<file path="src/common/lsu_macros.svh">
`ifndef LSU_MACROS_SVH
`define LSU_MACROS_SVH

// data and address width
`define LSU_XLEN 32

// memory size in 32-bit words, a power of two
`define LSU_MEM_WORDS 256

// word index width into the banks
`define LSU_INDEX_W $clog2(`LSU_MEM_WORDS)

// bus response codes
`define LSU_RESP_OKAY   2'b00
`define LSU_RESP_SLVERR 2'b10

`endif

</file>
<file path="src/common/lsu_pkg.sv">
`include "lsu_macros.svh"

package lsu_pkg;

    typedef enum logic [3:0] {
        op_none,
        op_lb,
        op_lh,
        op_lw,
        op_lbu,
        op_lhu,
        op_sb,
        op_sh,
        op_sw
    } mem_op_e;

    // operation handed over by execute
    typedef struct packed {
        logic [`LSU_XLEN-1:0] pc;
        mem_op_e              op;
        logic [`LSU_XLEN-1:0] addr;
        logic [`LSU_XLEN-1:0] store_data;
        logic [4:0]           rd;
        logic                 reg_write;
    } exec_to_lsu_t;

    typedef struct packed {
        logic [`LSU_XLEN-1:0] pc;
        logic [4:0]           rd;
        logic                 reg_write;
        logic [`LSU_XLEN-1:0] result;
        logic                 fault;     // bus answered with an error
    } lsu_to_wb_t;

    typedef struct packed {
        logic [`LSU_XLEN-1:0] addr;
    } axil_aw_t;

    typedef struct packed {
        logic [`LSU_XLEN-1:0]   data;
        logic [`LSU_XLEN/8-1:0] strb;
    } axil_w_t;

    typedef struct packed {
        logic [1:0] resp;
    } axil_b_t;

    typedef struct packed {
        logic [`LSU_XLEN-1:0] addr;
    } axil_ar_t;

    typedef struct packed {
        logic [`LSU_XLEN-1:0] data;
        logic [1:0]           resp;
    } axil_r_t;

    // write command for one byte bank
    typedef struct packed {
        logic [`LSU_INDEX_W-1:0] index;
        logic [7:0]              byte_data;
        logic                    enable;
    } lane_wr_t;

endpackage

</file>
<file path="src/mem/mem_byte_lane.sv">
`timescale 1ns/1ps
`include "lsu_macros.svh"

module mem_byte_lane
    import lsu_pkg::*;
(
    input  logic                    clock,
    input  lane_wr_t                wr,
    input  logic [`LSU_INDEX_W-1:0] rd_index,
    output logic [7:0]              rd_byte
);

    logic [7:0] mem [`LSU_MEM_WORDS];

    always_ff @(posedge clock) begin
        if (wr.enable) mem[wr.index] <= wr.byte_data;
        rd_byte <= mem[rd_index];   // one cycle read
    end

endmodule

</file>
<file path="config.mk">
export PLATFORM = sky130hd
export DESIGN_NAME = mem_byte_lane
export DESIGN_NICKNAME = d
export VERILOG_FILES = /design/src/common/lsu_pkg.sv /design/src/mem/mem_byte_lane.sv
export VERILOG_INCLUDE_DIRS = /design/src /design/src/common
export SDC_FILE = /design/constraint.sdc
export NUM_CORES = 2
export LEC_CHECK = 0
export BUFFER_PORTS_ARGS = -buffer_cell sky130_fd_sc_hd__buf_4
export CORE_AREA = 2 2 359 361
export CTS_CLUSTER_SIZE = 16
export DETAILED_ROUTE_END_ITERATION = 10
export DIE_AREA = 0 0 361 363
export GPL_TIMING_DRIVEN = 0
export PLACE_DENSITY = 0.77
export SYNTH_ARGS = -nofsm -noshare
export SYNTH_HDL_FRONTEND = slang
export SYNTH_SLANG_ARGS = --single-unit
</file>
<file path="constraint.sdc">
create_clock -name clock -period 3.1 [get_ports clock]
set_input_delay 0.62 -clock clock [delete_from_list [all_inputs] [get_ports clock]]
set_output_delay 0.62 -clock clock [all_outputs]
set_load 0.05 [all_outputs]
</file>
* Yosys cells after proc, flatten, opt, wreduce, memory -nomap -nowiden *
Memories as Yosys holds them, arrays and structs flattened. A register that Yosys moved wholly into a read port is not among the register bits.
Index checks and enable logic that the tools add are counted.

word-level totals
  flip-flop bits (word level) = 0
  bits in writable memories = 2048
  input port bits = 26
  output and inout port bits = 8
  word-level logic and storage cells = 3
  memories = 1

memories
  memory  depth  width  read ports  clocked after memory_dff  wr ports  RTL line             text
  mem     256    8      1           1                         1         mem_byte_lane.sv:13  logic [7:0] mem [`LSU_MEM_WORDS];

cells by class
  muxes and demuxes = 2

operators with widths
  kind              count
  1-bit 2-to-1 mux  2

* Longest topological paths before layout *
  depth after elaboration = 2
  gate-level depth with buffers = 11
  depth with buffers taken out = 6

* Worst setup path after synthesis *
Ideal clock, no wire load.

  kind = input to register
  from = in rd_index[0]
  to = reg rd_byte[2], read port of mem
  setup time = 0.131 ns
  arrival time = 2.427 ns
  required time = 2.969 ns
  slack = 0.542 ns
  cell stages on the path = 9
  path buffers = 4
  cells stage by stage = buf_6 > buf_12 > buf_8 > buf_2 > mux4_2 > a22oi_1 > a21oi_1 > nor4_1 > nor4_2

RTL lines
  element          RTL line             text
  start, declared  mem_byte_lane.sv:9   input logic [`LSU_INDEX_W-1:0] rd_index,
  end, declared    mem_byte_lane.sv:10  output logic [7:0] rd_byte

* Worst setup path in the final report *
  from = in wr[12] (netlist name)
  to = mem mem[64][4] (enable)

RTL lines
  element          RTL line             text
  start, declared  mem_byte_lane.sv:8   input lane_wr_t wr,
  end, declared    mem_byte_lane.sv:13

Straight into the memory's write port.

==> impl_metrics.json <==
{
  "status": "finished with violations",
  "violations": "max-capacitance violations, max-slew violations, negative setup slack",
  "synth_edf_count": 2048,
  "cts_root_buf": "clkbuf_16",
  "finalSetupViolCount": 602,
  "die_area_um2": 131000,
  "grt_pass1_wl_um": 325000,
  "remaining_drc_errors": 0,
  "final_common_cell": "edfxtp_1",
  "clk_latency_ns": 0.83,
  "irDropWorstVdd_v": 0.000704,
  "hp-class": "primary input to flop",
  "cp-start-kind": "primary input",
  "netlist_instances": 3733,
  "syn_area_um2": 79600,
  "num_rows": 131,
  "dpl_cell_area_um2": 82200,
  "whs_ns": 0.237,
  "overflow": 0,
  "drv_cap": 1,
  "synthFlopType": "edfxtp_1",
  "place_hpwl_um": 150000,
  "grt_usage_pct": 36.6,
  "die_y_um": 363,
  "p_comb_share_pct": 6.1,
  "nNetsFinal": 4067,
  "grt_max_degree": 173,
  "fmax_mhz": 291,
  "firstDrtPassIters": 8,
  "grt_pass1_vias": 42271,
  "p_clk_share_pct": 40.5,
  "fillers": 7139,
  "ant_nets": 0,
  "tightest_slew_ns": 1.76,
  "path_class": "primary input to flop",
  "fin_crit_sh_pct": 111,
  "p_switching_w": 0.0130,
  "hold-path-cell-count": 1,
  "cts_tree": "done",
  "cp-end-kind": "flop",
  "avgSynthCellArea_um2": 21.3,
  "cts.sinks": 2056,
  "p_per_area_nw_per_um2": 639,
  "relSlewSlack_pct": -17.1,
  "ys_seq_area_share_pct": 77.5,
  "path_clk_slew_ns": 0.06,
  "routed_wl_um": 237000,
  "die_x_um": 361,
  "antenna_found_initial": 20,
  "synth_async_sr_flop_share_pct": 0,
  "p_leak_nw": 27.9,
  "cts.path.max_buffers": 3,
  "coreArea_um2": 127000,
  "io_buffers": 26,
  "routed_via_density": 7.41,
  "crit_fanout": 10,
  "wl_per_cell_um": 40.4,
  "hold_viol_final": 0,
  "cts_max_level": 4,
  "gp_congestion": 1.06,
  "switching_share_pct": 22.6,
  "drtIter0Drc": 8475,
  "arrival_ns": 3.86,
  "reg2reg_depth": 6,
  "syn_nets": 3759,
  "crit_required_ns": 3.52,
  "fin_ws_ns": -0.341,
  "start_util_pct": 62.6,
  "synth.distinct_cells": 55,
  "syn_to_final_growth_pct": 12.9,
  "ys_warn_count": 0,
  "p_total_w": 0.0574,
  "drive_above_1_share_pct": 27.9,
  "worst_clock_skew_ns": 0.0379,
  "io-pin-count": 34,
  "ys_ff_latch": 2056,
  "numCtsBuffers": 195,
  "min_period_ns": 3.44,
  "pre_cts_slack_ns": -2.14,
  "intPower_w": 0.0445,
  "final_cell_mix": "edfxtp_1, mux4_2, clkbuf_16, nor2_1, mux2i_1",
  "drv_slew": 11,
  "rsz0062_at_grt": "yes",
  "pwr-share-seq_pct": 53.4,
  "postLayoutCellArea_um2": 89800,
  "utilization_pct": 70.7,
  "vias": 43553
}
-- final timing paths --
check,start,to,slack (ns)
max,wr[12],mem[64][4],-0.34
min,wr[1],mem[207][0],0.24
max reg2reg,mem[101][0],rd_byte[0],0.12
min reg2reg,mem[40][3],rd_byte[3],1.32
-- power by group through the flow --
stage	sequential, W	combinational [W]	clock (W)
detailed placement	0.0313	0.00318	0
CTS	0.0307	0.00332	0.0231
floorplan	0.0313	0.00149	0
global route	0.0307	0.00352	0.0241
finish	0.0307	0.00352	0.0232
global placement	0.0313	0.00306	0
-- cell families after synthesis --
| kind of cell | synth area share, % |
|---|---|
| buffers and inverters | 1.83 |
| AO/OA/AOI/OAI | 3.42 |
| AND/OR/NAND/NOR | 2.63 |
| flip-flops | 77.5 |
| multiplexers | 14.6 |
-- cells in the mapped netlist, types with 3 or more instances --
cell type | instances | area, µm²
o211ai_1 | 10 | 75.1
nand3_1 | 34 | 170
clkbuf_1 | 111 | 417
nand4_1 | 10 | 62.6
buf_2 | 31 | 155
o32ai_1 | 4 | 35.0
nand2b_1 | 8 | 50.1
buf_8 | 13 | 195
nor2b_1 | 31 | 194
o22ai_1 | 28 | 175
a211oi_1 | 16 | 120
and2_1 | 6 | 37.5
nor2_1 | 282 | 1060
a22oi_1 | 133 | 998
or2_2 | 4 | 25.0
a22o_1 | 8 | 70.1
mux4_2 | 454 | 10200
mux2i_1 | 134 | 1340
buf_6 | 21 | 236
edfxtp_1 | 2048 | 61500
a221oi_1 | 13 | 114
buf_12 | 8 | 160
o21ai_0 | 10 | 50.1
a21oi_1 | 96 | 480
buf_4 | 27 | 203
buf_1 | 22 | 82.6
nor4_1 | 24 | 150
nor4_2 | 3 | 37.5
nand2_1 | 33 | 124
o22a_1 | 5 | 43.8
o221ai_1 | 46 | 403
dfxtp_1 | 8 | 160
nor3_1 | 22 | 110
-- what timing repair did --
item | CTS | global route
buffers inserted | 66 | 6
hold buffers | 0 | 0
cloned | 0 | 0
pin swaps | 50 | 7
resized for setup | 192 | 117
endpoints found under the setup margin | 869 | 796
-- metrics by stage --
step                      cells  TNS [ns]
after CTS                  5864    -0.368
final                      5879    -57.86
after global placement     5421  -1317.33
after global routing       5869     -3.91
after detailed placement   5436  -1204.79
after floorplan            3733         0
-- critical path, cell delays in order --
cell,delay [ns]
clkbuf_1,0.58
nor2_1,0.42
nand3_1,0.36
clkbuf_1,1.31
nor2_1,0.55
-- routing by layer --
| layer | global-route usage (%) | up-vias | wire length (µm) |
|---|---|---|---|
| met5 | 0 | - | 171 |
| met4 | 21.8 | 18 | 17000 |
| met3 | 15.1 | 878 | 38900 |
| met2 | 53.2 | 4397 | 105000 |
| met1 | 46.8 | 21938 | 75800 |
| li1 | - | 16322 | - |
-- registers in the layout, indices dropped and copies added (netlist names) --
signal	count
mem	2048
rd_byte	8
-- final cells by class --
cell class                      count  area [µm²]  area share, %
Inverter                            2        7.51        0.00836
Tap cell                         1662        2080           2.31
Multi-Input combinational cell   1442       17200           19.1
Timing Repair Buffer              113        1110           1.23
Antenna cell                       10        25.0         0.0279
Buffer                            231        1610           1.79
Sequential cell                  2056       61700           68.6
Clock buffer                      241        5110           5.69
Clock inverter                    122        1040           1.16
Power figures use the tool's default switching activity.
