**config.mk**
```make
export PLATFORM = sky130hd
export DESIGN_NAME = mem_read_port
export DESIGN_NICKNAME = d
export VERILOG_FILES = /design/src/common/lsu_pkg.sv /design/src/mem/mem_read_port.sv
export VERILOG_INCLUDE_DIRS = /design/src /design/src/common
export SDC_FILE = /design/constraint.sdc
export NUM_CORES = 1
export LEC_CHECK = 0
export BUFFER_PORTS_ARGS = -buffer_cell sky130_fd_sc_hd__buf_2
export CORE_MARGIN = 2
export CORE_UTILIZATION = 37
export DETAILED_ROUTE_END_ITERATION = 6
export PLACE_DENSITY = 0.82
export REMOVE_ABC_BUFFERS = 1
export SLEW_MARGIN = 20
export SYNTH_ARGS = -nofsm -noshare
export SYNTH_HDL_FRONTEND = slang
export SYNTH_SLANG_ARGS = --single-unit
```
**constraint.sdc**
```tcl
create_clock -name clock -period 1.5 [get_ports clock]
set_input_delay 0.225 -clock clock [delete_from_list [all_inputs] [get_ports clock]]
set_output_delay 0.225 -clock clock [all_outputs]
set_load 0.02 [all_outputs]
```
**src/common/lsu_macros.svh**
```systemverilog
`ifndef LSU_MACROS_SVH
`define LSU_MACROS_SVH

// data and address width
`define LSU_XLEN 32

// memory size in 32-bit words, a power of two
`define LSU_MEM_WORDS 256

// word index width into the banks
`define LSU_INDEX_W $clog2(`LSU_MEM_WORDS)

// bus response codes
`define LSU_RESP_OKAY   2'b00
`define LSU_RESP_SLVERR 2'b10

`endif

```
**src/common/lsu_pkg.sv**
```systemverilog
`include "lsu_macros.svh"

package lsu_pkg;

    typedef enum logic [3:0] {
        op_none,
        op_lb,
        op_lh,
        op_lw,
        op_lbu,
        op_lhu,
        op_sb,
        op_sh,
        op_sw
    } mem_op_e;

    // operation handed over by execute
    typedef struct packed {
        logic [`LSU_XLEN-1:0] pc;
        mem_op_e              op;
        logic [`LSU_XLEN-1:0] addr;
        logic [`LSU_XLEN-1:0] store_data;
        logic [4:0]           rd;
        logic                 reg_write;
    } exec_to_lsu_t;

    typedef struct packed {
        logic [`LSU_XLEN-1:0] pc;
        logic [4:0]           rd;
        logic                 reg_write;
        logic [`LSU_XLEN-1:0] result;
        logic                 fault;     // bus answered with an error
    } lsu_to_wb_t;

    typedef struct packed {
        logic [`LSU_XLEN-1:0] addr;
    } axil_aw_t;

    typedef struct packed {
        logic [`LSU_XLEN-1:0]   data;
        logic [`LSU_XLEN/8-1:0] strb;
    } axil_w_t;

    typedef struct packed {
        logic [1:0] resp;
    } axil_b_t;

    typedef struct packed {
        logic [`LSU_XLEN-1:0] addr;
    } axil_ar_t;

    typedef struct packed {
        logic [`LSU_XLEN-1:0] data;
        logic [1:0]           resp;
    } axil_r_t;

    // write command for one byte bank
    typedef struct packed {
        logic [`LSU_INDEX_W-1:0] index;
        logic [7:0]              byte_data;
        logic                    enable;
    } lane_wr_t;

endpackage

```
**src/mem/mem_read_port.sv**
```systemverilog
`timescale 1ns/1ps
`include "lsu_macros.svh"

module mem_read_port
    import lsu_pkg::*;
(
    input  logic                    clock,
    input  logic                    reset,

    input  logic                    arvalid,
    output logic                    arready,
    input  axil_ar_t                ar,

    output logic                    rvalid,
    input  logic                    rready,
    output axil_r_t                 r,

    output logic [`LSU_INDEX_W-1:0] rd_index,
    input  logic [3:0][7:0]         lane_data
);

    logic                 fetch;        // banks reading this cycle
    logic [`LSU_XLEN-1:0] addr_q;
    logic                 in_range;

    assign arready  = !fetch && !rvalid;
    assign in_range = (addr_q >> 2) < `LSU_MEM_WORDS;
    assign rd_index = addr_q[2 +: `LSU_INDEX_W];

    always_ff @(posedge clock) begin
        if (reset) begin
            fetch  <= 1'b0;
            rvalid <= 1'b0;
        end else begin
            if (arvalid && arready) fetch <= 1'b1;
            if (fetch) begin
                fetch  <= 1'b0;
                rvalid <= 1'b1;
            end else if (rvalid && rready) begin
                rvalid <= 1'b0;
            end
        end
    end

    always_ff @(posedge clock) begin
        if (arvalid && arready) addr_q <= ar.addr;
    end

    // index is held, so bank outputs stay put while R waits
    assign r.data = in_range ? lane_data : '0;
    assign r.resp = in_range ? `LSU_RESP_OKAY : `LSU_RESP_SLVERR;

endmodule

```
Word level (Yosys, flattened, before mapping). Index checks and enable logic that the tools add are counted.

Flip-flop bits (word level): 34. Bits in latches: 0. Memory bits (writable): 0. ROM bits: 0. Bits of input ports: 68. Output and inout bits: 44. Logic and storage cells: 16. Memories kept: 0.

Add/sub/neg operators: 0. Multiply operators: 0. Divide/modulo/power cells: 0. $lt $le $gt $ge: 1. Equality and inequality tests: 0. Shift operators: 0. Mux-type cells: 5. Bitwise gates (word level): 0. Reductions and logical operators: 7.

Operators by type and width (count): $mux W32 (1); $lt A30 B9 Y1 const B (1); $logic_and A1 B1 Y1 (3); $mux W1 (3); $logic_not A1 Y1 (2); $mux W2 (1); $reduce_bool A2 Y1 (1); $reduce_or A2 Y1 (1).

Depth between registers and ports, before layout.
Depth in word-level cells: 4. Gate-level depth with buffers: 4.

Least setup slack after synthesis. Ideal clock, no wire load.

Kind: reg-to-reg. Start point: reg rvalid. End point: reg addr_q[10], enable pin. Library setup time: 390 ps. Arrival: 1558 ps. Required time: 1110 ps. Path slack: -448 ps. Cell stages (with the launch flop): 3. Path buffers: 0. Period minus slack after synthesis: 1948 ps. Path through: dfxtp_1 > nor2_1 > and2_1.

Longest elaborated chain between the ends: 3.

Ends and longest elaborated chain: from (decl) (line mem_read_port.sv:14) `output logic rvalid,`; from (signal assigned) (line mem_read_port.sv:33) `rvalid <= 1'b0;`; from (signal assigned) (line mem_read_port.sv:38) `rvalid <= 1'b1;`; from (signal assigned) (line mem_read_port.sv:40) `rvalid <= 1'b0;`; $logic_not A1 Y1 (line mem_read_port.sv:26) `assign arready = !fetch && !rvalid;`; $logic_and A1 B1 Y1 (line mem_read_port.sv:26); net arready (line mem_read_port.sv:11) `output logic arready,`; $logic_and A1 B1 Y1 (line mem_read_port.sv:46) `if (arvalid && arready) addr_q <= ar.addr;`; to (signal assigned) (line mem_read_port.sv:46); to (decl) (line mem_read_port.sv:23) `` logic [`LSU_XLEN-1:0] addr_q; ``.

The timed path passes the listed nets, and every way through them passes these cells. A chain may end at the register's enable or synchronous reset.

==> flow_metrics.py <==
metrics = {
    "status": {
        "outcome": "finished, violations left",
        "violations": "setup timing",
    },
    "cts": {
        "cts_tree": "done",
        "cts_hold_buf": 0,
        "htreeDepth": 2,
        "root_buffer": "clkbuf_8",
        "cts_buffers": 5,
        "clk_pin_slew_ns": 0.06,
        "clk_path_buf_depth": 2,
        "clock_latency_ns": 0.26,
        "cts_sinks": 32,
    },
    "pwr": {
        "ir_drop_v": 0.000781,
        "swShare_pct": 20.7,
        "combPwrFrac_pct": 10.7,
        "internal_power_mw": 1.46,
        "clkPwrFrac_pct": 31.2,
        "power_density_mw_per_mm2": 782,
        "p_leak_nw": 0.901,
        "p_switching_uw": 382,
        "seq_power_share_pct": 58.1,
    },
    "finish": {
        "synthToLayoutAreaGrowth_pct": 43.9,
        "post-route-util_pct": 54.6,
        "drive_gt1_share_pct": 67.0,
        "layout_commonest_cell": "buf_2",
        "final_cell_mix": "buf_2, buf_4, nand2_1, nor3_2, edfxtp_1",
        "seqCellArea_sq_um": 941,
        "diodes": 0,
        "multi_input_area_sq_um": 576,
        "n_fill_cell": 371,
        "final_nets": 300,
        "fin_area_sq_mm": 0.00236,
    },
    "placement": {
        "gp_congestion": 0.654,
        "hpwl_um": 2240,
        "pre_cts_slack_ns": -0.144,
        "port_buffers": 108,
        "dpl_cell_area_sq_mm": 0.00218,
    },
    "logic_synthesis": {
        "netlist_area_sq_mm": 0.00164,
        "synthCells": 130,
        "yosysWarnings": 0,
        "synth_largest_area_cell": "edfxtp_1",
        "yosysSeqAreaShare_pct": 57.4,
        "ys_ff_latch": 32,
        "synth.top_cell.area_share_pct": 54.9,
        "yosysUniqueCellTypes": 18,
        "avgSynthCellArea_sq_um": 12.6,
        "synthTopCellsByArea": "edfxtp_1, nor3_2, nand2_1",
    },
    "worst_setup_path": {
        "startpoint_type": "flop",
        "cp_max_fo": 33,
        "crit_required_ns": 1.27,
        "crit_type": "reg -> out",
        "reg2regPathDepth": 3,
        "cp.arrival_ns": 1.67,
        "endpoint_kind": "output port",
    },
    "timing": {
        "fin_crit_sh_pct": 126,
        "fin_crit_ns": 1.90,
        "fin_worst_skew_ns": 0.00156,
        "timing.fmax_mhz": 528,
        "rsz0062_at_grt": "true",
        "setup_violations": 33,
        "final_max_slew_viol_count": 0,
        "hold_violations": 0,
        "layout_setup_ws_ns": -0.395,
    },
    "route": {
        "detail-route-antenna-nets": 0,
        "dr.pass1.iters": 4,
        "top_layer": "met4",
        "drt_wl_total_um": 3010,
        "routedWlPerCell_um": 10.6,
        "drtIter0Drc": 36,
        "met3WireLength_um": 389,
        "met2_wirelength_um": 1530,
        "vias": 1287,
        "wl_met1_um": 1070,
        "viasPerCell": 4.52,
        "drc": 0,
    },
    "global_routing": {
        "antenna_found_initial": 0,
        "grt-ovfl-total": 0,
        "grt_max_degree": 34,
        "grt_pass1_vias": 1278,
        "grt_pass1_wl_um": 5200,
        "track_usage_pct": 12.9,
    },
    "floorplan": {
        "fp.coreArea_sq_mm": 0.00432,
        "start_util_pct": 37.9,
        "boundaryPins": 112,
        "dieArea_sq_mm": 0.00498,
        "die_h_um": 70.6,
        "num_rows": 24,
        "fp.dieW_um": 70.6,
    },
    "worst_hold_path": {
        "hp-class": "in -> reg",
        "hold_depth": 1,
    },
    "flow_run": {
        "maxCapViolCount": 0,
    },
}
[power groups by stage]
stage	sequential, mW	combinational, mW	clock (mW)
2_1_floorplan	1.11	0.0565	0
3_3_place_gp	1.09	0.193	0
5_1_grt	1.08	0.219	0.624
4_1_cts	1.07	0.197	0.594
6_report	1.07	0.197	0.576
3_5_place_dp	1.09	0.197	0
[synthesized netlist by cell type (all sizes together)]
| master | count |
|---|---|
| nand3 | 1 |
| dfxtp | 2 |
| nor2b | 1 |
| and2 | 1 |
| buf | 18 |
| nor2 | 3 |
| conb | 1 |
| nor4 | 5 |
| nand2 | 33 |
| nor3 | 32 |
| nand4b | 1 |
| a21oi | 1 |
| inv | 1 |
| edfxtp | 30 |
[stage by stage]
step / TNS (ns) / cells / power (mW) / hold WS [ns]
final: -12.36 / 285 / 1.85 / 0.131
after global routing: -16.42 / 285 / 1.92 / 0.121
after CTS: -13.22 / 285 / 1.86 / 0.122
after detailed placement: -3.83 / 277 / 1.29 / 0.403
after global placement: -3.31 / 277 / 1.28 / 0.402
after floorplan: -37.56 / 112 / 1.17 / 0.297
[worst max-delay path, cell delays in order (launching register included)]
cell and delay [ns]:
edfxtp_1 0.40, nor4_4 0.29, nand3_2 0.13, buf_12 0.20, nor3_2 0.19, buf_4 0.16
[final timing paths]
check	startpoint	endpoint	slack, ns
worst min register to register	fetch	rvalid	0.50
worst max register to register	rvalid	addr_q[6]	0.35
worst min-delay path	ar[27]	addr_q[27]	0.13
worst max-delay path	addr_q[27]	r[4]	-0.40
[final cells by class]
| type | instances | share of cell area, % |
|---|---|---|
| tap | 52 | 2.76 |
| timing repair buffer | 113 | 29.5 |
| inverter | 1 | 0.159 |
| clock buffer | 7 | 3.23 |
| multi-input combinational | 79 | 24.4 |
| sequential | 32 | 39.9 |
| clock inverter | 1 | 0.159 |
[repair_timing]
item / in CTS / in global routing
endpoints found under the setup margin: 33 / 33
buffers inserted: 0 / 0
resized for setup: 30 / 5
cloned: 0 / 0
endpoints found under the hold margin: 0 / 0
[state kept, by name (all words and copies together), names as in the netlist]
signal  cells
rvalid      1
addr_q     30
fetch       1
[routing by layer]
metal  global-route usage, %  vias to the layer above
met5                       0                        -
met4                    5.03                        0
met3                    3.42                        2
met2                    24.6                       83
met1                    13.5                      553
li1                        -                      649
[cell families after synthesis]
logic type | share of synthesized area, %
flops | 57.4
compound gates | 0.305
buf+inv | 8.70
simple gates | 33.4
other cells | 0.229
(Power assumes the default switching activity.)
