## config.mk

```make
export PLATFORM = sky130hd
export DESIGN_NAME = mem_write_port
export DESIGN_NICKNAME = d
export VERILOG_FILES = /design/src/common/lsu_pkg.sv /design/src/mem/mem_write_port.sv
export VERILOG_INCLUDE_DIRS = /design/src /design/src/common
export SDC_FILE = /design/constraint.sdc
export NUM_CORES = 1
export LEC_CHECK = 0
export ABC_AREA = 1
export BUFFER_PORTS_ARGS = -buffer_cell sky130_fd_sc_hd__buf_2
export CORE_UTILIZATION = 46
export DETAILED_ROUTE_END_ITERATION = 16
export GPL_ROUTABILITY_DRIVEN = 0
export GPL_TIMING_DRIVEN = 0
export HOLD_SLACK_MARGIN = 0.08
export PLACE_DENSITY = 0.85
export SYNTH_ARGS = -nofsm -noshare
export SYNTH_HDL_FRONTEND = slang
export SYNTH_SLANG_ARGS = --single-unit
```

## constraint.sdc

```tcl
create_clock -name clock -period 7.58 [get_ports clock]
set_clock_uncertainty 0.15 [all_clocks]
set_input_delay 2.274 -clock clock [delete_from_list [all_inputs] [get_ports clock]]
set_output_delay 2.274 -clock clock [all_outputs]
set_load 0.01 [all_outputs]
```

## src/common/lsu_macros.svh

```systemverilog
`ifndef LSU_MACROS_SVH
`define LSU_MACROS_SVH

// data and address width
`define LSU_XLEN 32

// memory size in 32-bit words, a power of two
`define LSU_MEM_WORDS 256

// word index width into the banks
`define LSU_INDEX_W $clog2(`LSU_MEM_WORDS)

// bus response codes
`define LSU_RESP_OKAY   2'b00
`define LSU_RESP_SLVERR 2'b10

`endif

```

## src/common/lsu_pkg.sv

```systemverilog
`include "lsu_macros.svh"

package lsu_pkg;

    typedef enum logic [3:0] {
        op_none,
        op_lb,
        op_lh,
        op_lw,
        op_lbu,
        op_lhu,
        op_sb,
        op_sh,
        op_sw
    } mem_op_e;

    // operation handed over by execute
    typedef struct packed {
        logic [`LSU_XLEN-1:0] pc;
        mem_op_e              op;
        logic [`LSU_XLEN-1:0] addr;
        logic [`LSU_XLEN-1:0] store_data;
        logic [4:0]           rd;
        logic                 reg_write;
    } exec_to_lsu_t;

    typedef struct packed {
        logic [`LSU_XLEN-1:0] pc;
        logic [4:0]           rd;
        logic                 reg_write;
        logic [`LSU_XLEN-1:0] result;
        logic                 fault;     // bus answered with an error
    } lsu_to_wb_t;

    typedef struct packed {
        logic [`LSU_XLEN-1:0] addr;
    } axil_aw_t;

    typedef struct packed {
        logic [`LSU_XLEN-1:0]   data;
        logic [`LSU_XLEN/8-1:0] strb;
    } axil_w_t;

    typedef struct packed {
        logic [1:0] resp;
    } axil_b_t;

    typedef struct packed {
        logic [`LSU_XLEN-1:0] addr;
    } axil_ar_t;

    typedef struct packed {
        logic [`LSU_XLEN-1:0] data;
        logic [1:0]           resp;
    } axil_r_t;

    // write command for one byte bank
    typedef struct packed {
        logic [`LSU_INDEX_W-1:0] index;
        logic [7:0]              byte_data;
        logic                    enable;
    } lane_wr_t;

endpackage

```

## src/mem/mem_write_port.sv

```systemverilog
`timescale 1ns/1ps
`include "lsu_macros.svh"

module mem_write_port
    import lsu_pkg::*;
(
    input  logic           clock,
    input  logic           reset,

    input  logic           awvalid,
    output logic           awready,
    input  axil_aw_t       aw,

    input  logic           wvalid,
    output logic           wready,
    input  axil_w_t        w,

    output logic           bvalid,
    input  logic           bready,
    output axil_b_t        b,

    output lane_wr_t [3:0] lane_wr
);

    logic                 aw_have;
    logic                 w_have;
    logic                 commit;       // one-cycle bank write pulse
    logic [`LSU_XLEN-1:0] addr_q;
    logic [`LSU_XLEN-1:0] data_q;
    logic [3:0]           strb_q;
    logic                 in_range;

    assign awready  = !aw_have && !bvalid;
    assign wready   = !w_have && !bvalid;
    assign in_range = (addr_q >> 2) < `LSU_MEM_WORDS;

    always_ff @(posedge clock) begin
        if (reset) begin
            aw_have <= 1'b0;
            w_have  <= 1'b0;
            commit  <= 1'b0;
            bvalid  <= 1'b0;
        end else begin
            commit <= 1'b0;
            if (awvalid && awready) aw_have <= 1'b1;
            if (wvalid && wready)   w_have  <= 1'b1;
            if (aw_have && w_have) begin
                aw_have <= 1'b0;
                w_have  <= 1'b0;
                commit  <= 1'b1;
                bvalid  <= 1'b1;
            end else if (bvalid && bready) begin
                bvalid <= 1'b0;
            end
        end
    end

    always_ff @(posedge clock) begin
        if (awvalid && awready) addr_q <= aw.addr;
        if (wvalid && wready) begin
            data_q <= w.data;
            strb_q <= w.strb;
        end
    end

    // addr_q cannot change while B is pending
    assign b.resp = in_range ? `LSU_RESP_OKAY : `LSU_RESP_SLVERR;

    always_comb begin
        for (int i = 0; i < 4; i++) begin
            lane_wr[i].index     = addr_q[2 +: `LSU_INDEX_W];
            lane_wr[i].byte_data = data_q[8*i +: 8];
            lane_wr[i].enable    = commit && in_range && strb_q[i];
        end
    end

endmodule

```

-- Yosys cells after proc, flatten, opt, wreduce, memory -nomap -nowiden
Cells that the tools add are included.
- magnitude comparators: 1
- reduce and logical (&&, ||, !) cells: 16
- muxes and demuxes: 4
- operators with widths (kind ; number):
    $lt A30 B9 Y1 const B ; 1
    $logic_and A1 B1 Y1 ; 11
    $logic_not A1 Y1 ; 3
    $mux W1 ; 3
    $mux W2 ; 1
    $reduce_bool A2 Y1 ; 1
    $reduce_or A2 Y1 ; 1
- word-level logic and storage cells: 28
- output and inout port bits: 73
- register bits: 72

-- Longest topological paths before layout
Gate-level depths: netlist of the first run.
- depth in word-level cells: 3
- depth in mapped cells: 5

-- Worst setup path after synthesis of the first run
OpenSTA, ideal clock, no wires.
- path kind: input-to-reg
- from: in wvalid
- to: reg data_q[0] (enable)
- setup time: 0.425 ns
- buffers on the path: 0
- arrival time: 3.739 ns
- stages on the path: 1
- required time: 7.005 ns
- path slack: 3.266 ns
- cell sequence: nor3b_2
- word-level cells in the longest chain between the ends: 1
- ends and longest elaborated chain (what ; line ; source):
    from (decl) ; mem_write_port.sv:14 ; input logic wvalid,
    $logic_and A1 B1 Y1 ; mem_write_port.sv:60 ; if (wvalid && wready) begin
    to (signal assigned) ; mem_write_port.sv:61 ; data_q <= w.data;
    to (decl) ; mem_write_port.sv:29 ; logic [`LSU_XLEN-1:0] data_q;
Every way passes these cells.
A chain may end at the register's enable or synchronous reset.

==> results of run 1 <==
==> cell type report <==
| cell class | count | area share, % |
|---|---|---|
| clock inverter | 6 | 1.765 |
| buffer | 33 | 6.989 |
| sequential | 70 | 58.17 |
| timing repair buffer | 144 | 20.90 |
| tap | 70 | 2.471 |
| clock buffer | 10 | 3.600 |
| inverter | 5 | 0.5295 |
| multi-input combinational | 39 | 5.577 |
==> routing by layer <==
layer	part of all wire, %	GRT usage (%)	vias up
li1	-	-	792
met5	0	0	-
met2	54	30.82	86
met4	1.3	9.231	0
met1	38	17.20	715
met3	7.1	4.819	6
==> kinds of logic (layout without fill, tap and decap cells) <==
kind of cell           count (synthesis)  in the layout  share of synthesized area (%)
AO/OA/AOI/OAI                          1              1                         0.1989
buffers and inverters                 38            198                          10.60
flip-flops                            70             70                          82.03
other                                  1              1                         0.1492
AND/OR/NAND/NOR                       37             37                          7.018
==> cell usage in the layout (no fill, tap or decap), types with 2 or more instances in the layout <==
master	instances
clkinvlp_4	2
clkbuf_8	9
edfxtp_1	66
nor2_1	21
nor3b_4	2
buf_4	33
inv_1	5
buf_2	142
nor3_1	2
dfxtp_1	4
nor2_2	2
nand2_1	7
buf_8	2
==> registers in the layout (all words and copies together) (netlist names) <==
register,count
data_q,32
strb_q,4
aw_have,1
w_have,1
addr_q,30
bvalid,1
commit,1
==> Yosys cell counts (2+ instances only) <==
cell | number | area [µm²]
edfxtp_1 | 66 | 1982
nor2_2 | 2 | 12.51
inv_1 | 5 | 18.77
nand2_1 | 7 | 26.28
nor3_1 | 2 | 10.01
nor3b_2 | 2 | 25.02
nor2_1 | 21 | 78.83
buf_4 | 33 | 247.7
dfxtp_1 | 4 | 80.08
==> where the power goes <==
part	total [W]	internal [W]	switching, W
logic	0.000102	0.0000522	0.0000497
clock network	0.000282	0.000151	0.000131
registers	0.000472	0.000460	0.0000117
==> metrics by stage <==
stage          util (%)  hold WS [ns]
2_1_floorplan         -        0.3186
3_3_place_gp      64.03        0.3536
3_5_place_dp      64.85        0.3817
4_1_cts           68.53        0.3990
5_1_grt           68.53        0.4366
6_report          68.53        0.3938
==> worst paths after layout <==
| kind | start | endpoint | cells after the start |
|---|---|---|---|
| worst max-delay path | addr_q[11]$_DFFE_PP_ | lane_wr[51] | 5 |
| worst min-delay path | w_have$_SDFFE_PP0P_ | commit$_SDFF_PP0_ | 2 |
| worst min register to register | w_have$_SDFFE_PP0P_ | commit$_SDFF_PP0_ | 2 |
| worst max register to register | bvalid$_SDFFE_PP0P_ | data_q[11]$_DFFE_PP_ | 2 |
==> tightest hold or removal path: stages (launching register included) <==
cell,delay (ns)
dfxtp_1,0.36
nand2_1,0.10
nor2_1,0.04
==> flow_summary.ini, run 1 <==
[synthesis]
syn_area_um2 = 2514
ys_warn_count = 0
syn-num-nets = 220
yosysSeqAreaShare_pct = 82.03
syn_inst = 147
avgSynthCellArea_um2 = 17.10
synth_flop_cell = edfxtp_1
synth_cell_types = 14
synth_edf_count = 66
synthArstFlopShare_pct = 0
ys_ff_latch = 70

[placement]
dp_hpwl_um = 3529
io_buffers = 142
placed_cell_area_um2 = 3354
dp_slack_ns = 3.780
placedCellCount = 361

[pwr]
power_density_nw_per_um2 = 241.5
power.total_w = 0.0008559
ir_drop_v = 0.0001954
power_leakage_nw = 1.598

[die]
dieWidth_um = 75.92
rows = 26
fp.dieH_um = 75.92
num_io_pins = 146
start_util_pct = 48.60
die_area_um2 = 5764
coreArea_um2 = 5172

[cells_and_area]
diodes = 0
design_area_um2 = 3545
fillers = 369
area_growth_pct = 41.02
fin_cells = 377
nNetsFinal = 375
drive_gt1_share_pct = 63.84
multi_input_area_um2 = 197.7
regArea_um2 = 2062

[timing]
worst_slew_pin_slew_ns = 0.7784
rsz0062_at_grt = false
clock.fmax_mhz = 252.2
timing.final.crit_share_pct = 52.30
finalSetupViolCount = 0
worst_slack_ns = 3.615
slew_violations = 0
finalHoldViolations = 0
relSlewSlack_pct = 48.05
post-route-min-period_ns = 3.965
fin_tns_setup_ns = 0

[routing]
wirelength_um = 4663
post_drt_wl_per_cell_um = 12.37
drc_errors = 0
drt_iter0_markers = 55
routed_via_density = 4.241
drtAntennaViolNets = 0
firstDrtPassIters = 4
vias = 1599

[worst_hold_path]
hp-class = flip-flop to flip-flop

[global_routing]
grt_pass1_wl_um = 7251
overflow = 0
grtUsageTotal_pct = 16.85
grt_pass1_vias = 1587
grt_start_max_net_pins = 23
grt_antenna_before_repair = 0

[clock_network]
clk_latency_ns = 0.32
cts.hold.buffers_added = 0
cts_resized = 0
postCtsSetupRepairBufs = 0
cts_tree = yes
cts_buffer_depth = 2
cts_root_buffer = clkbuf_8
clock_sinks = 70
htree_levels = 3
numCtsBuffers = 9
clk_pin_slew_ns = 0.07

[outcome]
status = finished, final reports clean

[setup_path]
cp.buffers_inverters = 1
start_kind = flip-flop
critPathKind = flip-flop to output pin
cp_cell_sequence = or2_1, nor2_2, nand4_2, nor2_1, buf_2
rrSetupSlack_ns = 5.74
endpoint_kind = output pin
critPathRequiredTime_ns = 5.16
critPathMaxFanout = 4
critPathMaxStageDelay_ns = 0.36
arrival_ns = 1.54
critPathTopFamily = simple AND/OR/NAND/NOR gates
crit_slowest_cell = edfxtp_1

[run]
maxCapViolCount = 0
No activity file was read; power rests on OpenSTA's default activity.
==> inputs of run 2 (changes only) <==
Settings changed: CORE_UTILIZATION 46 to 43, PLACE_DENSITY 0.85 to 0.8.
Clock period 7.58 ns to 4.05 ns, I/O delays scaled along.
==> run 2 against run 1 <==
Effect of this change: first-iteration DRC count is 45% lower; power is 85% higher; sequential share of layout area is 0.12 points higher; global-route usage is 1.0 points lower; non-clock buffer count stayed put; sequential power is 87% higher; die area is 6.8% higher; utilization is 5.1 points lower; hold slack worse by 0.0045 ns; combinational power is 86% higher; flip-flop and latch count stayed put; register-to-register slack worse by 3.5 ns.
==> flow_summary.ini, run 2 (same netlist as run 1, synthesis figures left out) <==
[timing]
post-route-min-period_ns = 2.837
clock.fmax_mhz = 352.5
finalSetupViolCount = 0
finalHoldViolations = 0
worst_slew_pin_slew_ns = 0.7567
rsz0062_at_grt = false
slew_violations = 0
timing.final.crit_share_pct = 70.04
relSlewSlack_pct = 49.50
fin_tns_setup_ns = 0

[setup_path]
critPathRequiredTime_ns = 2.68
endpoint_kind = output pin
critPathKind = flip-flop to output pin
reg2reg_depth = 2
critPathMaxFanout = 4
rrSetupSlack_ns = 2.23
arrival_ns = 1.47
start_kind = flip-flop

[placement]
placed_cell_area_um2 = 3357
dp_hpwl_um = 3574
io_buffers = 142

[clock_network]
htree_levels = 3
cts_buffer_depth = 2
cts.hold.buffers_added = 0
clk_pin_slew_ns = 0.07
clock_sinks = 70
numCtsBuffers = 9
cts_root_buffer = clkbuf_8
cts_resized = 0
clk_latency_ns = 0.33
postCtsSetupRepairBufs = 0
cts_tree = yes

[cells_and_area]
design_area_um2 = 3537
drive_gt1_share_pct = 63.52
area_growth_pct = 40.72
layout_common_cells = 142 x buf_2, 66 x edfxtp_1, 33 x buf_4
nNetsFinal = 375
diodes = 0
reg_top3 = data_q (32), addr_q (30), strb_q (4)
top_register = data_q
largest_register_ffs = 32
layout_commonest_cell = buf_2
fillers = 443

[pwr]
power_leakage_nw = 1.603
ir_drop_v = 0.0002765
power_density_nw_per_um2 = 447.3

[global_routing]
grt_pass1_vias = 1595
grtUsageTotal_pct = 15.82
overflow = 0
grt_start_max_net_pins = 24
grt_pass1_wl_um = 6851
grt_antenna_before_repair = 0

[routing]
drtAntennaViolNets = 0
wirelength_um = 4589
post_drt_wl_per_cell_um = 12.11
firstDrtPassIters = 4
vias = 1605
drc_errors = 0
drt_iter0_markers = 30
routed_via_density = 4.235

[run]
maxCapViolCount = 0

[die]
coreArea_um2 = 5574
start_util_pct = 45.10
num_io_pins = 146
dieWidth_um = 78.46
die_area_um2 = 6155
fp.dieH_um = 78.46
rows = 27

[worst_hold_path]
hp-class = flip-flop to flip-flop
holdPathStages = 2

[outcome]
status = finished, final reports clean
## run 2: cell count changes in the layout (fill, tap and decap cells not counted)
cell | before | now
clkinv_1 | 1 | 2
clkinv_4 | 1 | 0
clkinv_2 | 1 | 3
clkinvlp_4 | 2 | 0
## run 2: critical path, cell delays in order, from the launching register on
cell,delay (ns)
edfxtp_1,0.38
nor2_1,0.11
nand2_1,0.06
nor2_1,0.17
nand4_2,0.16
nor2_1,0.12
buf_2,0.14
## run 2: per-layer routing
layer,GRT usage (%),vias to the layer above,wire [µm]
li1,-,789,-
met1,14.81,693,1655
met2,26.05,116,2142
met3,10.12,7,702
met4,8.889,0,89
met5,0,-,0
## run 2: report_power, final
part | internal, W | switching (W)
sequential | 0.000862 | 0.0000219
clock | 0.000277 | 0.000231
combinational | 0.0000978 | 0.0000923
total | 0.00124 | 0.000345
## run 2: final cells by class
| class | count | area (µm²) | share of cell area [%] |
|---|---|---|---|
| Buffer | 33 | 247.7 | 7.004 |
| Sequential cell | 70 | 2062 | 58.30 |
| Clock inverter | 6 | 52.55 | 1.486 |
| Timing Repair Buffer | 144 | 740.7 | 20.94 |
| Clock buffer | 10 | 127.6 | 3.608 |
| Multi-Input combinational cell | 39 | 197.7 | 5.589 |
| Inverter | 5 | 18.77 | 0.5306 |
| Tap cell | 72 | 90.09 | 2.547 |
## run 2: worst paths after layout
path,from,end
worst min register to register,w_have$_SDFFE_PP0P_,commit$_SDFF_PP0_
worst min-delay path,w_have$_SDFFE_PP0P_,commit$_SDFF_PP0_
worst max-delay path,addr_q[25]$_DFFE_PP_,lane_wr[34]
worst max register to register,bvalid$_SDFFE_PP0P_,data_q[5]$_DFFE_PP_
## run 2: per-stage QoR
| stage | std cells | hold WS [ns] | setup slack (ns) | util, % | power, W |
|---|---|---|---|---|---|
| 2_1_floorplan | 147 | 0.3186 | 0.7949 | - | 0.0009922 |
| 3_3_place_gp | 361 | 0.3436 | 0.2970 | 59.46 | 0.001078 |
| 3_5_place_dp | 363 | 0.3829 | 1.350 | 60.22 | 0.001093 |
| 4_1_cts | 379 | 0.3921 | 1.173 | 63.46 | 0.001604 |
| 5_1_grt | 379 | 0.4355 | 1.089 | 63.46 | 0.001657 |
| 6_report | 379 | 0.3893 | 1.213 | 63.46 | 0.001582 |
