### src/common/lsu_macros.svh
`ifndef LSU_MACROS_SVH
`define LSU_MACROS_SVH

// data and address width
`define LSU_XLEN 32

// memory size in 32-bit words, a power of two
`define LSU_MEM_WORDS 256

// word index width into the banks
`define LSU_INDEX_W $clog2(`LSU_MEM_WORDS)

// bus response codes
`define LSU_RESP_OKAY   2'b00
`define LSU_RESP_SLVERR 2'b10

`endif

### src/common/lsu_pkg.sv
`include "lsu_macros.svh"

package lsu_pkg;

    typedef enum logic [3:0] {
        op_none,
        op_lb,
        op_lh,
        op_lw,
        op_lbu,
        op_lhu,
        op_sb,
        op_sh,
        op_sw
    } mem_op_e;

    // operation handed over by execute
    typedef struct packed {
        logic [`LSU_XLEN-1:0] pc;
        mem_op_e              op;
        logic [`LSU_XLEN-1:0] addr;
        logic [`LSU_XLEN-1:0] store_data;
        logic [4:0]           rd;
        logic                 reg_write;
    } exec_to_lsu_t;

    typedef struct packed {
        logic [`LSU_XLEN-1:0] pc;
        logic [4:0]           rd;
        logic                 reg_write;
        logic [`LSU_XLEN-1:0] result;
        logic                 fault;     // bus answered with an error
    } lsu_to_wb_t;

    typedef struct packed {
        logic [`LSU_XLEN-1:0] addr;
    } axil_aw_t;

    typedef struct packed {
        logic [`LSU_XLEN-1:0]   data;
        logic [`LSU_XLEN/8-1:0] strb;
    } axil_w_t;

    typedef struct packed {
        logic [1:0] resp;
    } axil_b_t;

    typedef struct packed {
        logic [`LSU_XLEN-1:0] addr;
    } axil_ar_t;

    typedef struct packed {
        logic [`LSU_XLEN-1:0] data;
        logic [1:0]           resp;
    } axil_r_t;

    // write command for one byte bank
    typedef struct packed {
        logic [`LSU_INDEX_W-1:0] index;
        logic [7:0]              byte_data;
        logic                    enable;
    } lane_wr_t;

endpackage

### src/lsu/lsu_stage.sv
`timescale 1ns/1ps
`include "lsu_macros.svh"

module lsu_stage
    import lsu_pkg::*;
(
    input  logic         clock,
    input  logic         reset,

    input  logic         in_valid,
    output logic         in_ready,
    input  exec_to_lsu_t in_data,

    output logic         out_valid,
    input  logic         out_ready,
    output lsu_to_wb_t   out_data,

    output logic         awvalid,
    input  logic         awready,
    output axil_aw_t     aw,

    output logic         wvalid,
    input  logic         wready,
    output axil_w_t      w,

    input  logic         bvalid,
    output logic         bready,
    input  axil_b_t      b,

    output logic         arvalid,
    input  logic         arready,
    output axil_ar_t     ar,

    input  logic         rvalid,
    output logic         rready,
    input  axil_r_t      r
);

    typedef enum logic [1:0] {
        st_idle,
        st_wait_write,
        st_wait_read,
        st_hold
    } state_e;

    state_e               state;
    exec_to_lsu_t         req;          // operation in flight
    logic [`LSU_XLEN-1:0] result_q;
    logic                 fault_q;
    logic                 aw_pend;
    logic                 w_pend;
    logic                 ar_pend;
    logic                 accept;
    logic                 in_is_load;
    logic                 in_is_store;
    logic [1:0]           offset;
    logic [7:0]           load_byte;
    logic [15:0]          load_half;
    logic [`LSU_XLEN-1:0] load_value;
    logic [3:0]           store_strb;
    logic [`LSU_XLEN-1:0] store_word;

    assign accept      = in_valid && in_ready;
    assign in_is_load  = in_data.op inside {op_lb, op_lh, op_lw, op_lbu, op_lhu};
    assign in_is_store = in_data.op inside {op_sb, op_sh, op_sw};

    // one item at a time, so ready simply follows the state
    assign in_ready  = (state == st_idle);
    assign out_valid = (state == st_hold);
    assign bready    = (state == st_wait_write);
    assign rready    = (state == st_wait_read);
    assign awvalid   = aw_pend;
    assign wvalid    = w_pend;
    assign arvalid   = ar_pend;

    always_ff @(posedge clock) begin
        if (reset) begin
            state   <= st_idle;
            aw_pend <= 1'b0;
            w_pend  <= 1'b0;
            ar_pend <= 1'b0;
        end else begin
            if (awvalid && awready) aw_pend <= 1'b0;
            if (wvalid && wready)   w_pend  <= 1'b0;
            if (arvalid && arready) ar_pend <= 1'b0;

            case (state)
                st_idle: begin
                    if (accept) begin
                        if (in_is_load) begin
                            state   <= st_wait_read;
                            ar_pend <= 1'b1;
                        end else if (in_is_store) begin
                            state   <= st_wait_write;
                            aw_pend <= 1'b1;
                            w_pend  <= 1'b1;
                        end else begin
                            state <= st_hold;   // no bus access
                        end
                    end
                end
                st_wait_write: if (bvalid) state <= st_hold;
                st_wait_read:  if (rvalid) state <= st_hold;
                st_hold:       if (out_ready) state <= st_idle;
                default:       state <= st_idle;
            endcase
        end
    end

    always_ff @(posedge clock) begin
        if (accept) begin
            req      <= in_data;
            result_q <= '0;
            fault_q  <= 1'b0;
        end else if (bvalid && bready) begin
            fault_q <= (b.resp != `LSU_RESP_OKAY);
        end else if (rvalid && rready) begin
            result_q <= (r.resp == `LSU_RESP_OKAY) ? load_value : '0;
            fault_q  <= (r.resp != `LSU_RESP_OKAY);
        end
    end

    // load lane select and extension
    assign offset    = req.addr[1:0];
    assign load_byte = r.data[{offset, 3'b000} +: 8];
    assign load_half = r.data[{offset[1], 4'b0000} +: 16];

    always_comb begin
        case (req.op)
            op_lb:   load_value = {{(`LSU_XLEN-8){load_byte[7]}}, load_byte};
            op_lh:   load_value = {{(`LSU_XLEN-16){load_half[15]}}, load_half};
            op_lbu:  load_value = {{(`LSU_XLEN-8){1'b0}}, load_byte};
            op_lhu:  load_value = {{(`LSU_XLEN-16){1'b0}}, load_half};
            default: load_value = r.data;
        endcase
    end

    // store data is replicated on every lane, strobe picks the bytes
    always_comb begin
        case (req.op)
            op_sb: begin
                store_strb = 4'b0001 << offset;
                store_word = {4{req.store_data[7:0]}};
            end
            op_sh: begin
                store_strb = 4'b0011 << {offset[1], 1'b0};
                store_word = {2{req.store_data[15:0]}};
            end
            default: begin
                store_strb = 4'b1111;
                store_word = req.store_data;
            end
        endcase
    end

    assign aw.addr = req.addr;
    assign ar.addr = req.addr;
    assign w.data  = store_word;
    assign w.strb  = store_strb;

    assign out_data.pc        = req.pc;
    assign out_data.rd        = req.rd;
    assign out_data.reg_write = req.reg_write;
    assign out_data.result    = result_q;
    assign out_data.fault     = fault_q;

endmodule

### config.mk
export PLATFORM = sky130hd
export DESIGN_NAME = lsu_stage
export DESIGN_NICKNAME = d
export VERILOG_FILES = /design/src/common/lsu_pkg.sv /design/src/lsu/lsu_stage.sv
export VERILOG_INCLUDE_DIRS = /design/src /design/src/common
export SDC_FILE = /design/constraint.sdc
export NUM_CORES = 1
export LEC_CHECK = 0
export BUFFER_PORTS_ARGS = -buffer_cell sky130_fd_sc_hd__buf_2
export CORE_AREA = 2 2 136 138
export DETAILED_ROUTE_END_ITERATION = 6
export DIE_AREA = 0 0 138 140
export MAX_ROUTING_LAYER = met4
export PLACE_DENSITY_LB_ADDON = 0.1
export REMOVE_ABC_BUFFERS = 1
export SETUP_SLACK_MARGIN = 0.02
export SYNTH_ARGS = -nofsm -noshare
export SYNTH_HDL_FRONTEND = slang
export SYNTH_SLANG_ARGS = --single-unit
### constraint.sdc
create_clock -name clock -period 5.12 [get_ports clock]
set_input_delay 1.024 -clock clock [delete_from_list [all_inputs] [get_ports clock]]
set_output_delay 1.024 -clock clock [all_outputs]
set_load 0.01 [all_outputs]
# Yosys cells after proc, flatten, opt, wreduce, memory -nomap -nowiden
# Index checks and enable logic that the tools add are counted.
# W data, S select, Z words.
# word_totals
register_bits	144
in_bits	151
output_inout_bits	178
# op_classes
n_eq_ne	21
shifts	4
muxes	27
bitwise	1
n_reduce_logical	15
# op_table
operator	n
$pmux W32 S4	1
$pmux W32 S2	1
$eq A4 B3 Y1 const B	8
$mux W32	1
$shiftx A32 B6 Y16	1
$shiftx A32 B6 Y8	1
$mux W1	16
$eq A4 B2 Y1 const B	3
$mux W2	6
$eq A4 B1 Y1 const B	2
$pmux W2 S4	1
$pmux W4 S2	1
$logic_and A1 B1 Y1	6
$reduce_bool A2 Y1	3
$reduce_bool A5 Y1	1
$eq A2 B2 Y1 const B	2
$eq A4 B4 Y1 const B	1
$logic_not A2 Y1	2
$ne A2 B1 Y1 const B	2
$ne A2 B2 Y1 const B	2
$reduce_and A4 Y1	1
$shl A1 B2 Y4 const A	1
$shl A2 B2 Y4 const A	1
$reduce_bool A3 Y1	1
3 further kinds	3

# Longest topological paths before layout
# Gate-level depths: netlist of run 1.
# depth
ltp_word	6
ltp_mapped	9

# Worst setup path before layout of run 1
# OpenSTA, ideal clock, no wires.
# synth_path
path_kind	input to register
from	input in_valid
to	register result_q[21]
setup_ns	0.122
arrival_ns	5.413
setup_slack_ns	-0.415
path_stages	7
cell_sequence	and2_1 -> clkbuf_1 -> nor4bb_1 -> nor2b_1 -> clkbuf_1 -> buf_2 -> a221o_1
# synth_between
elab_chain_cells	1
# synth_lines
item	line	text
from (decl)	lsu_stage.sv:10	input logic in_valid,
$logic_and A1 B1 Y1	lsu_stage.sv:63	assign accept = in_valid && in_ready;
to (signal assigned)	lsu_stage.sv:118	result_q <= (r.resp == `LSU_RESP_OKAY) ? load_value : '0;
to (decl)	lsu_stage.sv:48	logic [`LSU_XLEN-1:0] result_q;
# No other way between the ends.
# A chain may end at the register's enable or synchronous reset.

==> qor.csv, run 1 <==
stage,metric,value,unit
setup_path,WP data arrival,2.60,ns
logic_synthesis,Seq cells post-synth,144,
timing,setup tns final,0,ns
power_and_ir_drop,combinational power share,26.8,%
setup_path,"setup slack, reg-to-reg",2.21,ns
cells_and_area,final net count,889,
die,# IOs,329,
global_route,M2 GR Usage,30.67,%
setup_path,Critical Path Start,req[72]$_DFFE_PN_,
power_and_ir_drop,Peak VDD IR,0.2218,mV
global_route,M3 GR Usage,6.462,%
power_and_ir_drop,switch share,33.91,%
clock_network,post-cts sizing count,0,
logic_synthesis,Post-synth ARST share,0,%
run_status,status,finished clean,
setup_path,"critical path fanouts, max",25,
global_route,GRT Max-Usage Layer,met2,
clock_network,post-CTS setup buffers,0,
clock_network,hold buffers post-CTS,0,
logic_synthesis,share of the synthesized area in the top cell type,49.19,%
clock_network,Clock Tree Buf Depth,2,
timing,clock skew,0.01102,ns
routing,drt first pass iters,4,
global_route,initial antenna violation count,5,
routing,vias per inst,4.670,
power_and_ir_drop,clock network power share,31.3,%
global_route,Total GRT Usage,17.83,%
timing,Worst Max-Slew Pin Slew,1.238,ns
routing,DR WL/cell,17.43,um
clock_network,clock sink count,144,
timing,fin. max-slew vios,0,
clock_network,worst skew pair latency,0.42,ns
setup_path,Critical Path Sink Type,output port,
timing,Final period util,70.82,%
logic_synthesis,main area contributors after synthesis,"edfxtp_1, buf_4, dfxtp_1",
setup_path,Reg2Reg Capture Point,result_q[23]$_SDFFE_PN0P_,
logic_synthesis,syn avg cell area,12.59,um2
power_and_ir_drop,Power Density,488.2,nW/um2
die,Initial Util,36.40,%
cells_and_area,Finished Layout Cells,980,
placed_design,port bufs,328,
logic_synthesis,"EDFF count, synth",106,
timing,endpoints failing hold,0,
setup_path,R2R depth,7,
global_route,GR Util met1,19.58,%
setup_path,RR Startpoint,state[0]$_SDFFE_PP0P_,
placed_design,Post-DP HPWL,12850,um
setup_path,type of the worst setup path,reg2out,
clock_network,CTS H-tree depth,4,
timing,post-layout minimum cycle time,3.626,ns
logic_synthesis,Post-synth top cells,"buf_4, edfxtp_1, nand2_1, dfxtp_1, o21ai_0",
timing,Final setup viols,0,
hold_path,Worst Hold Class,reg2reg,
die,FP Rows,49,
die,core box area,17780,um2
global_route,number of global-route vias before repair,4661,
timing,Fin Hold WS,0.4497,ns
global_route,first-pass GRT wire length,25880,um
routing,drt drc,0,
logic_synthesis,Most used DFF post-synth,edfxtp_1,
cells_and_area,P&R area growth vs syn,25.64,%
logic_synthesis,leading area contributor after synthesis,edfxtp_1,
placed_design,Final Wtd Congestion,0.8248,
logic_synthesis,synth warn,0,
timing,f_max,275.8,MHz
timing,setup repair after global routing missed its margin,false,
logic_synthesis,synth unique cells,55,
power_and_ir_drop,Static Leakage,3.635,nW
job,max-cap viol count,0,
setup_path,CP endpoint,w[19],
global_route,gr ovfl total,0,
logic_synthesis,sequential fraction of the synthesis area,60.94,%
placed_design,cell count after placement,943,
power_and_ir_drop,Tot Pwr,3.969,mW
clock_network,CTS tree,yes,
setup_path,worst-path cell chain,nand2_1 > or2_2 > nor2_2 > mux2_2 > buf_2,
setup_path,max incr delay on CP,0.63,ns
hold_path,hold-critical path depth,2,
routing,Detailed Route Iter0 Violations,239,
logic_synthesis,synthesized cell area,6471,um2
routing,WL final,17080,um
die,Die Y,140,um
die,Die Wd,138,um
setup_path,CP max-delay cell,edfxtp_1,
power_and_ir_drop,Seq pwr share,42.0,%
power_and_ir_drop,sw power,1.346,mW
power_and_ir_drop,internal power contribution,2.623,mW
clock_network,total CTS buffers,17,
global_route,largest net degree at the start of global routing,67,
logic_synthesis,Syn Inst Count,514,
clock_network,CTS root buffer,clkbuf_16,
setup_path,CP Launch Type,flip-flop,
cells_and_area,share of layout cells above drive strength 1,52.14,%
logic_synthesis,"count leader, synth",buf_4,
die,die area,19320,um2
routing,routed via count,4577,
routing,final antenna-violating net count,0,
clock_network,Worst-path clk slew,0.07,ns
setup_path,CP required,4.10,ns
timing,worst relative slew slack,17.46,%
[critical path, delay by kind of cell, from the launching register on]
kind | cells | cell delay [ns]
multiplexers | 1 | 0.39
AND/OR/NAND/NOR | 3 | 1.01
buffers and inverters | 1 | 0.14
flip-flops | 1 | 0.63
[area by class of cell]
class / count / area [um2]
tap: 229 / 286.5
clock buffer: 17 / 425.4
sequential: 144 / 3944
timing repair buffer: 333 / 1679
multi-input combinational: 229 / 1569
antenna: 5 / 12.51
clock inverter: 15 / 183.9
fill: 1671 / 9649
inverter: 8 / 30.03
[per-layer routing]
metal	vias up	wire length (um)
met3	15	1407
li1	2212	-
met5	-	0
met2	210	8976
met4	0	191
met1	2140	6502
[logic make-up (layout without fill, tap and decap cells)]
logic type / Yosys count / after routing / share of synthesized area [%]
and+or+nand+nor: 99 / 99 / 7.367
AOI/OAI and AO/OA: 92 / 92 / 10.23
muxes: 32 / 32 / 5.317
buffers and inverters: 141 / 373 / 15.04
DFF: 144 / 144 / 60.94
other: 0 / 5 / 0
adders and majority gates: 5 / 5 / 0.9667
xor gates and xnor gates: 1 / 1 / 0.1354
[layout by cell type, fill, tap and decap left out, types with 7 or more instances in the layout]
cell	n
inv_1	8
nor2b_1	7
o221a_2	7
o22ai_1	7
a221o_1	16
dfxtp_1	38
buf_2	328
clkbuf_16	17
o21ai_0	35
mux2i_1	22
nor2_1	9
edfxtp_1	106
mux2_2	9
nand2_1	56
[worst min-delay path by stage]
stage | to | slack (ns) | startpoint
after floorplan | state[0]$_SDFFE_PP0P_ | 0.46 | state[0]$_SDFFE_PP0P_
final | result_q[10]$_SDFFE_PN0P_ | 0.45 | result_q[10]$_SDFFE_PN0P_
after detailed placement | result_q[10]$_SDFFE_PN0P_ | 0.44 | result_q[10]$_SDFFE_PN0P_
after global routing | result_q[12]$_SDFFE_PN0P_ | 0.49 | result_q[12]$_SDFFE_PN0P_
after global placement | result_q[10]$_SDFFE_PN0P_ | 0.43 | result_q[10]$_SDFFE_PN0P_
after CTS | result_q[10]$_SDFFE_PN0P_ | 0.45 | result_q[10]$_SDFFE_PN0P_
[through the flow]
| step | setup WS, ns | util [%] | instance area [um2] |
|---|---|---|---|
| 6_report | 1.494 | 45.73 | 8130 |
| 5_1_grt | 1.222 | 45.73 | 8130 |
| 4_1_cts | 1.439 | 45.66 | 8118 |
| 3_5_place_dp | 1.702 | 42.23 | 7508 |
| 3_3_place_gp | 1.767 | 42.23 | 7508 |
| 2_1_floorplan | -0.3327 | - | 5528 |
[registers in the layout, indices dropped and copies added (netlist names)]
| name | flops |
|---|---|
| fault_q | 1 |
| ar | 32 |
| awvalid | 1 |
| wvalid | 1 |
| out_data | 38 |
| arvalid | 1 |
| req | 36 |
| state | 2 |
| result_q | 32 |
[power by group through the flow]
stage                     clock (mW)  sequential, mW  combinational, mW
after floorplan                    0            1.83              0.443
after global placement             0            1.68               1.07
after detailed placement           0            1.69               1.08
after CTS                       1.27            1.67               1.08
after global routing            1.33            1.69               1.16
final                           1.24            1.67               1.06
No activity file was read; power rests on OpenSTA's default activity.
==> inputs of run 2 (changes only) <==
Settings changed: ABC_AREA set to 1, CORE_AREA 2 2 136 138 to 2 2 139 141, DIE_AREA 0 0 138 140 to 0 0 141 143.
Clock period 5.12 ns to 3.5 ns, I/O delays scaled along.
==> run 2 against run 1 <==
First-iteration DRC count fell by 25%. Clock power rose by 45%. Area after synthesis rose by 5.6%. Clock-buffer cell count did not move. Combinational power rose by 45%. Critical endpoint is now w[28]. Die area rose by 4.4%. Routed wire length rose by 5.7%. Synthesized cell count rose by 40%. Flip-flop and latch count did not move. Sequential power rose by 41%. Sequential share of layout area fell by 1.9 points. Via count rose by 12%.
==> qor.csv, run 2 <==
stage,metric,value,unit,change
timing,Final setup viols,0,,unchanged
timing,fin. max-slew vios,0,,unchanged
setup_path,"setup slack, reg-to-reg",1.53,ns,-0.68 ns
setup_path,type of the worst setup path,reg2out,,
job,max-cap viol count,0,,unchanged
setup_path,CP Depth,7,,+2
logic_synthesis,syn avg cell area,9.516,um2,-24%
global_route,initial antenna violation count,4,,-1
timing,post-layout minimum cycle time,2.704,ns,
cells_and_area,final net count,1097,,+23%
placed_design,Final Wtd Congestion,0.8467,,+2.7%
routing,Detailed Route Iter0 Violations,180,,-25%
run_status,status,finished clean,,
setup_path,R2R depth,9,,+2
clock_network,hold buffers post-CTS,0,,unchanged
logic_synthesis,main area contributors after synthesis,"edfxtp_1, buf_4, dfxtp_1",,
hold_path,hold-critical path depth,1,,-1
cells_and_area,P&R area growth vs syn,23.73,%,
cells_and_area,max reg flops,38,,unchanged
global_route,gr ovfl total,0,,unchanged
timing,worst relative slew slack,60.83,%,+43 points
timing,Final period util,77.25,%,
timing,Final WS setup,0.7964,ns,-0.6976 ns
logic_synthesis,Seq cells post-synth,144,,unchanged
routing,drt first pass iters,5,,+1
power_and_ir_drop,Peak VDD IR,0.5843,mV,+160%
setup_path,CP Launch Type,flip-flop,,
timing,setup tns final,0,ns,unchanged
logic_synthesis,synthesized cell area,6833,um2,+5.6%
setup_path,max incr delay on CP,0.42,ns,-0.21 ns
die,die area,20160,um2,+4.4%
placed_design,Post-DP HPWL,13490,um,+5.0%
cells_and_area,"most common cell after layout, fill and taps aside",buf_2,,
logic_synthesis,Most used DFF post-synth,edfxtp_1,,
logic_synthesis,"count leader, synth",nand2_1,,
placed_design,port bufs,328,,unchanged
setup_path,worst-path cell chain,nand2_1 > nor2_1 > buf_4 > inv_1 > nand2_1 > o211ai_1 > buf_2,,
power_and_ir_drop,Power Density,673.2,nW/um2,+38%
global_route,largest net degree at the start of global routing,57,,-15%
setup_path,critical path's top delay family,buffers and inverters,,
timing,f_max,369.9,MHz,
cells_and_area,share of layout cells above drive strength 1,40.15,%,-12 points
logic_synthesis,synth unique cells,31,,-44%
timing,Fin Hold WS,0.4485,ns,-0.001177 ns
clock_network,CTS tree,yes,,
routing,drt drc,0,,unchanged
setup_path,Reg2Reg Capture Point,result_q[9]$_SDFFE_PN0P_,,
clock_network,clock sink count,144,,unchanged
die,Die Wd,141,um,+2.2%
logic_synthesis,synth warn,0,,unchanged
timing,setup repair after global routing missed its margin,false,,
die,Die Y,143,um,+2.1%
timing,endpoints failing hold,0,,unchanged
cells_and_area,most frequent cells in the layout,"buf_2, nand2_1, edfxtp_1",,
global_route,number of global-route vias before repair,4873,,+4.5%
clock_network,worst skew pair latency,0.42,ns,about the same
routing,DR WL/cell,15.14,um,-13%
logic_synthesis,Post-synth ARST share,0,%,unchanged
clock_network,Clock Tree Buf Depth,2,,unchanged
routing,final antenna-violating net count,0,,unchanged
setup_path,Critical path buffers and inverters,3,,+2
routing,vias per inst,4.318,,-7.5%
setup_path,"critical path fanouts, max",16,,-36%
placed_design,DP Worst Slack,1.235,ns,-0.4663 ns
timing,Worst Max-Slew Pin Slew,0.5870,ns,-0.6511 ns
setup_path,WP data arrival,2.00,ns,-0.60 ns
logic_synthesis,Post-synth top cells,"nand2_1, buf_4, edfxtp_1, nor2_1, inv_1",,
logic_synthesis,leading area contributor after synthesis,edfxtp_1,,
clock_network,total CTS buffers,17,,unchanged
logic_synthesis,"EDFF count, synth",106,,unchanged
logic_synthesis,share of the synthesized area in the top cell type,46.58,%,-2.6 points
global_route,Total GRT Usage,18.00,%,+0.18 points
setup_path,Critical Path Sink Type,output port,,
routing,WL final,18040,um,+5.7%
clock_network,post-cts sizing count,0,,unchanged
logic_synthesis,Syn Inst Count,718,,+40%
die,Initial Util,36.77,%,+0.38 points
timing,clock skew,0.007253,ns,-0.003763 ns
clock_network,Worst-path clk slew,0.07,ns,about the same
die,# IOs,329,,unchanged
routing,routed via count,5147,,+12%
setup_path,CP required,2.80,ns,-1.30 ns
setup_path,Critical Path Start,req[72]$_DFFE_PN_,,
die,core box area,18580,um2,+4.5%
die,FP Rows,50,,+2.0%
hold_path,WHS Endpoint,out_data[60]$_DFFE_PN_,,
clock_network,post-CTS setup buffers,0,,unchanged
hold_path,min-delay src,in_data[95],,
logic_synthesis,sequential fraction of the synthesis area,57.72,%,-3.2 points
clock_network,CTS root buffer,clkbuf_16,,
setup_path,CP max-delay cell,edfxtp_1,,
hold_path,Worst Hold Class,in2reg,,
power_and_ir_drop,Static Leakage,3.981,nW,+9.5%
setup_path,RR Startpoint,ar[1]$_DFFE_PN_,,
setup_path,CP dominant cell by count,nand2_1,,
clock_network,CTS H-tree depth,4,,unchanged
global_route,first-pass GRT wire length,26630,um,+2.9%
## run 2: report_power, final
| part | total, mW | switching, mW | internal (mW) |
|---|---|---|---|
| sequential | 2.35 | 0.123 | 2.23 |
| clock | 1.80 | 0.791 | 1.01 |
| combinational | 1.54 | 1.01 | 0.526 |
| total | 5.69 | 1.92 | 3.77 |
## run 2: how the worst max path moves through the flow
stage	to
final	w[28]
after global routing	w[35]
after CTS	w[28]
after detailed placement	w[28]
after global placement	w[35]
after floorplan	ar[0]$_DFFE_PN_
## run 2: stage by stage
stage,power [mW],instances,util [%],area (um2)
global route,6.038,1192,45.50,8454
detailed placement,3.960,1156,42.29,7858
floorplan,3.270,587,-,5853
CTS,5.788,1188,45.45,8444
global placement,3.955,1156,42.29,7858
finish,5.691,1192,45.50,8454
## run 2: final cells by class
class                      count  area [um2]
sequential                   144        3944
inverter                      57       221.5
multi-input combinational    386        1693
clock buffer                  17       425.4
antenna                        4       10.01
clock inverter                15       161.4
tap                          234       292.8
timing repair buffer         335        1707
fill                        1858       10130
## run 2: cells by family after synthesis
| group | after synthesis | share of synthesized area [%] |
|---|---|---|
| compound gates | 72 | 5.713 |
| fa+ha+maj | 5 | 0.9156 |
| buf+inv | 188 | 17.51 |
| flops | 144 | 57.72 |
| simple gates | 309 | 18.15 |
## run 2: per-layer routing
layer	routed length, um	track usage, %
met1	7385	20.41
met4	514	8.895
met5	0	-
met2	8676	28.55
met3	1466	6.271
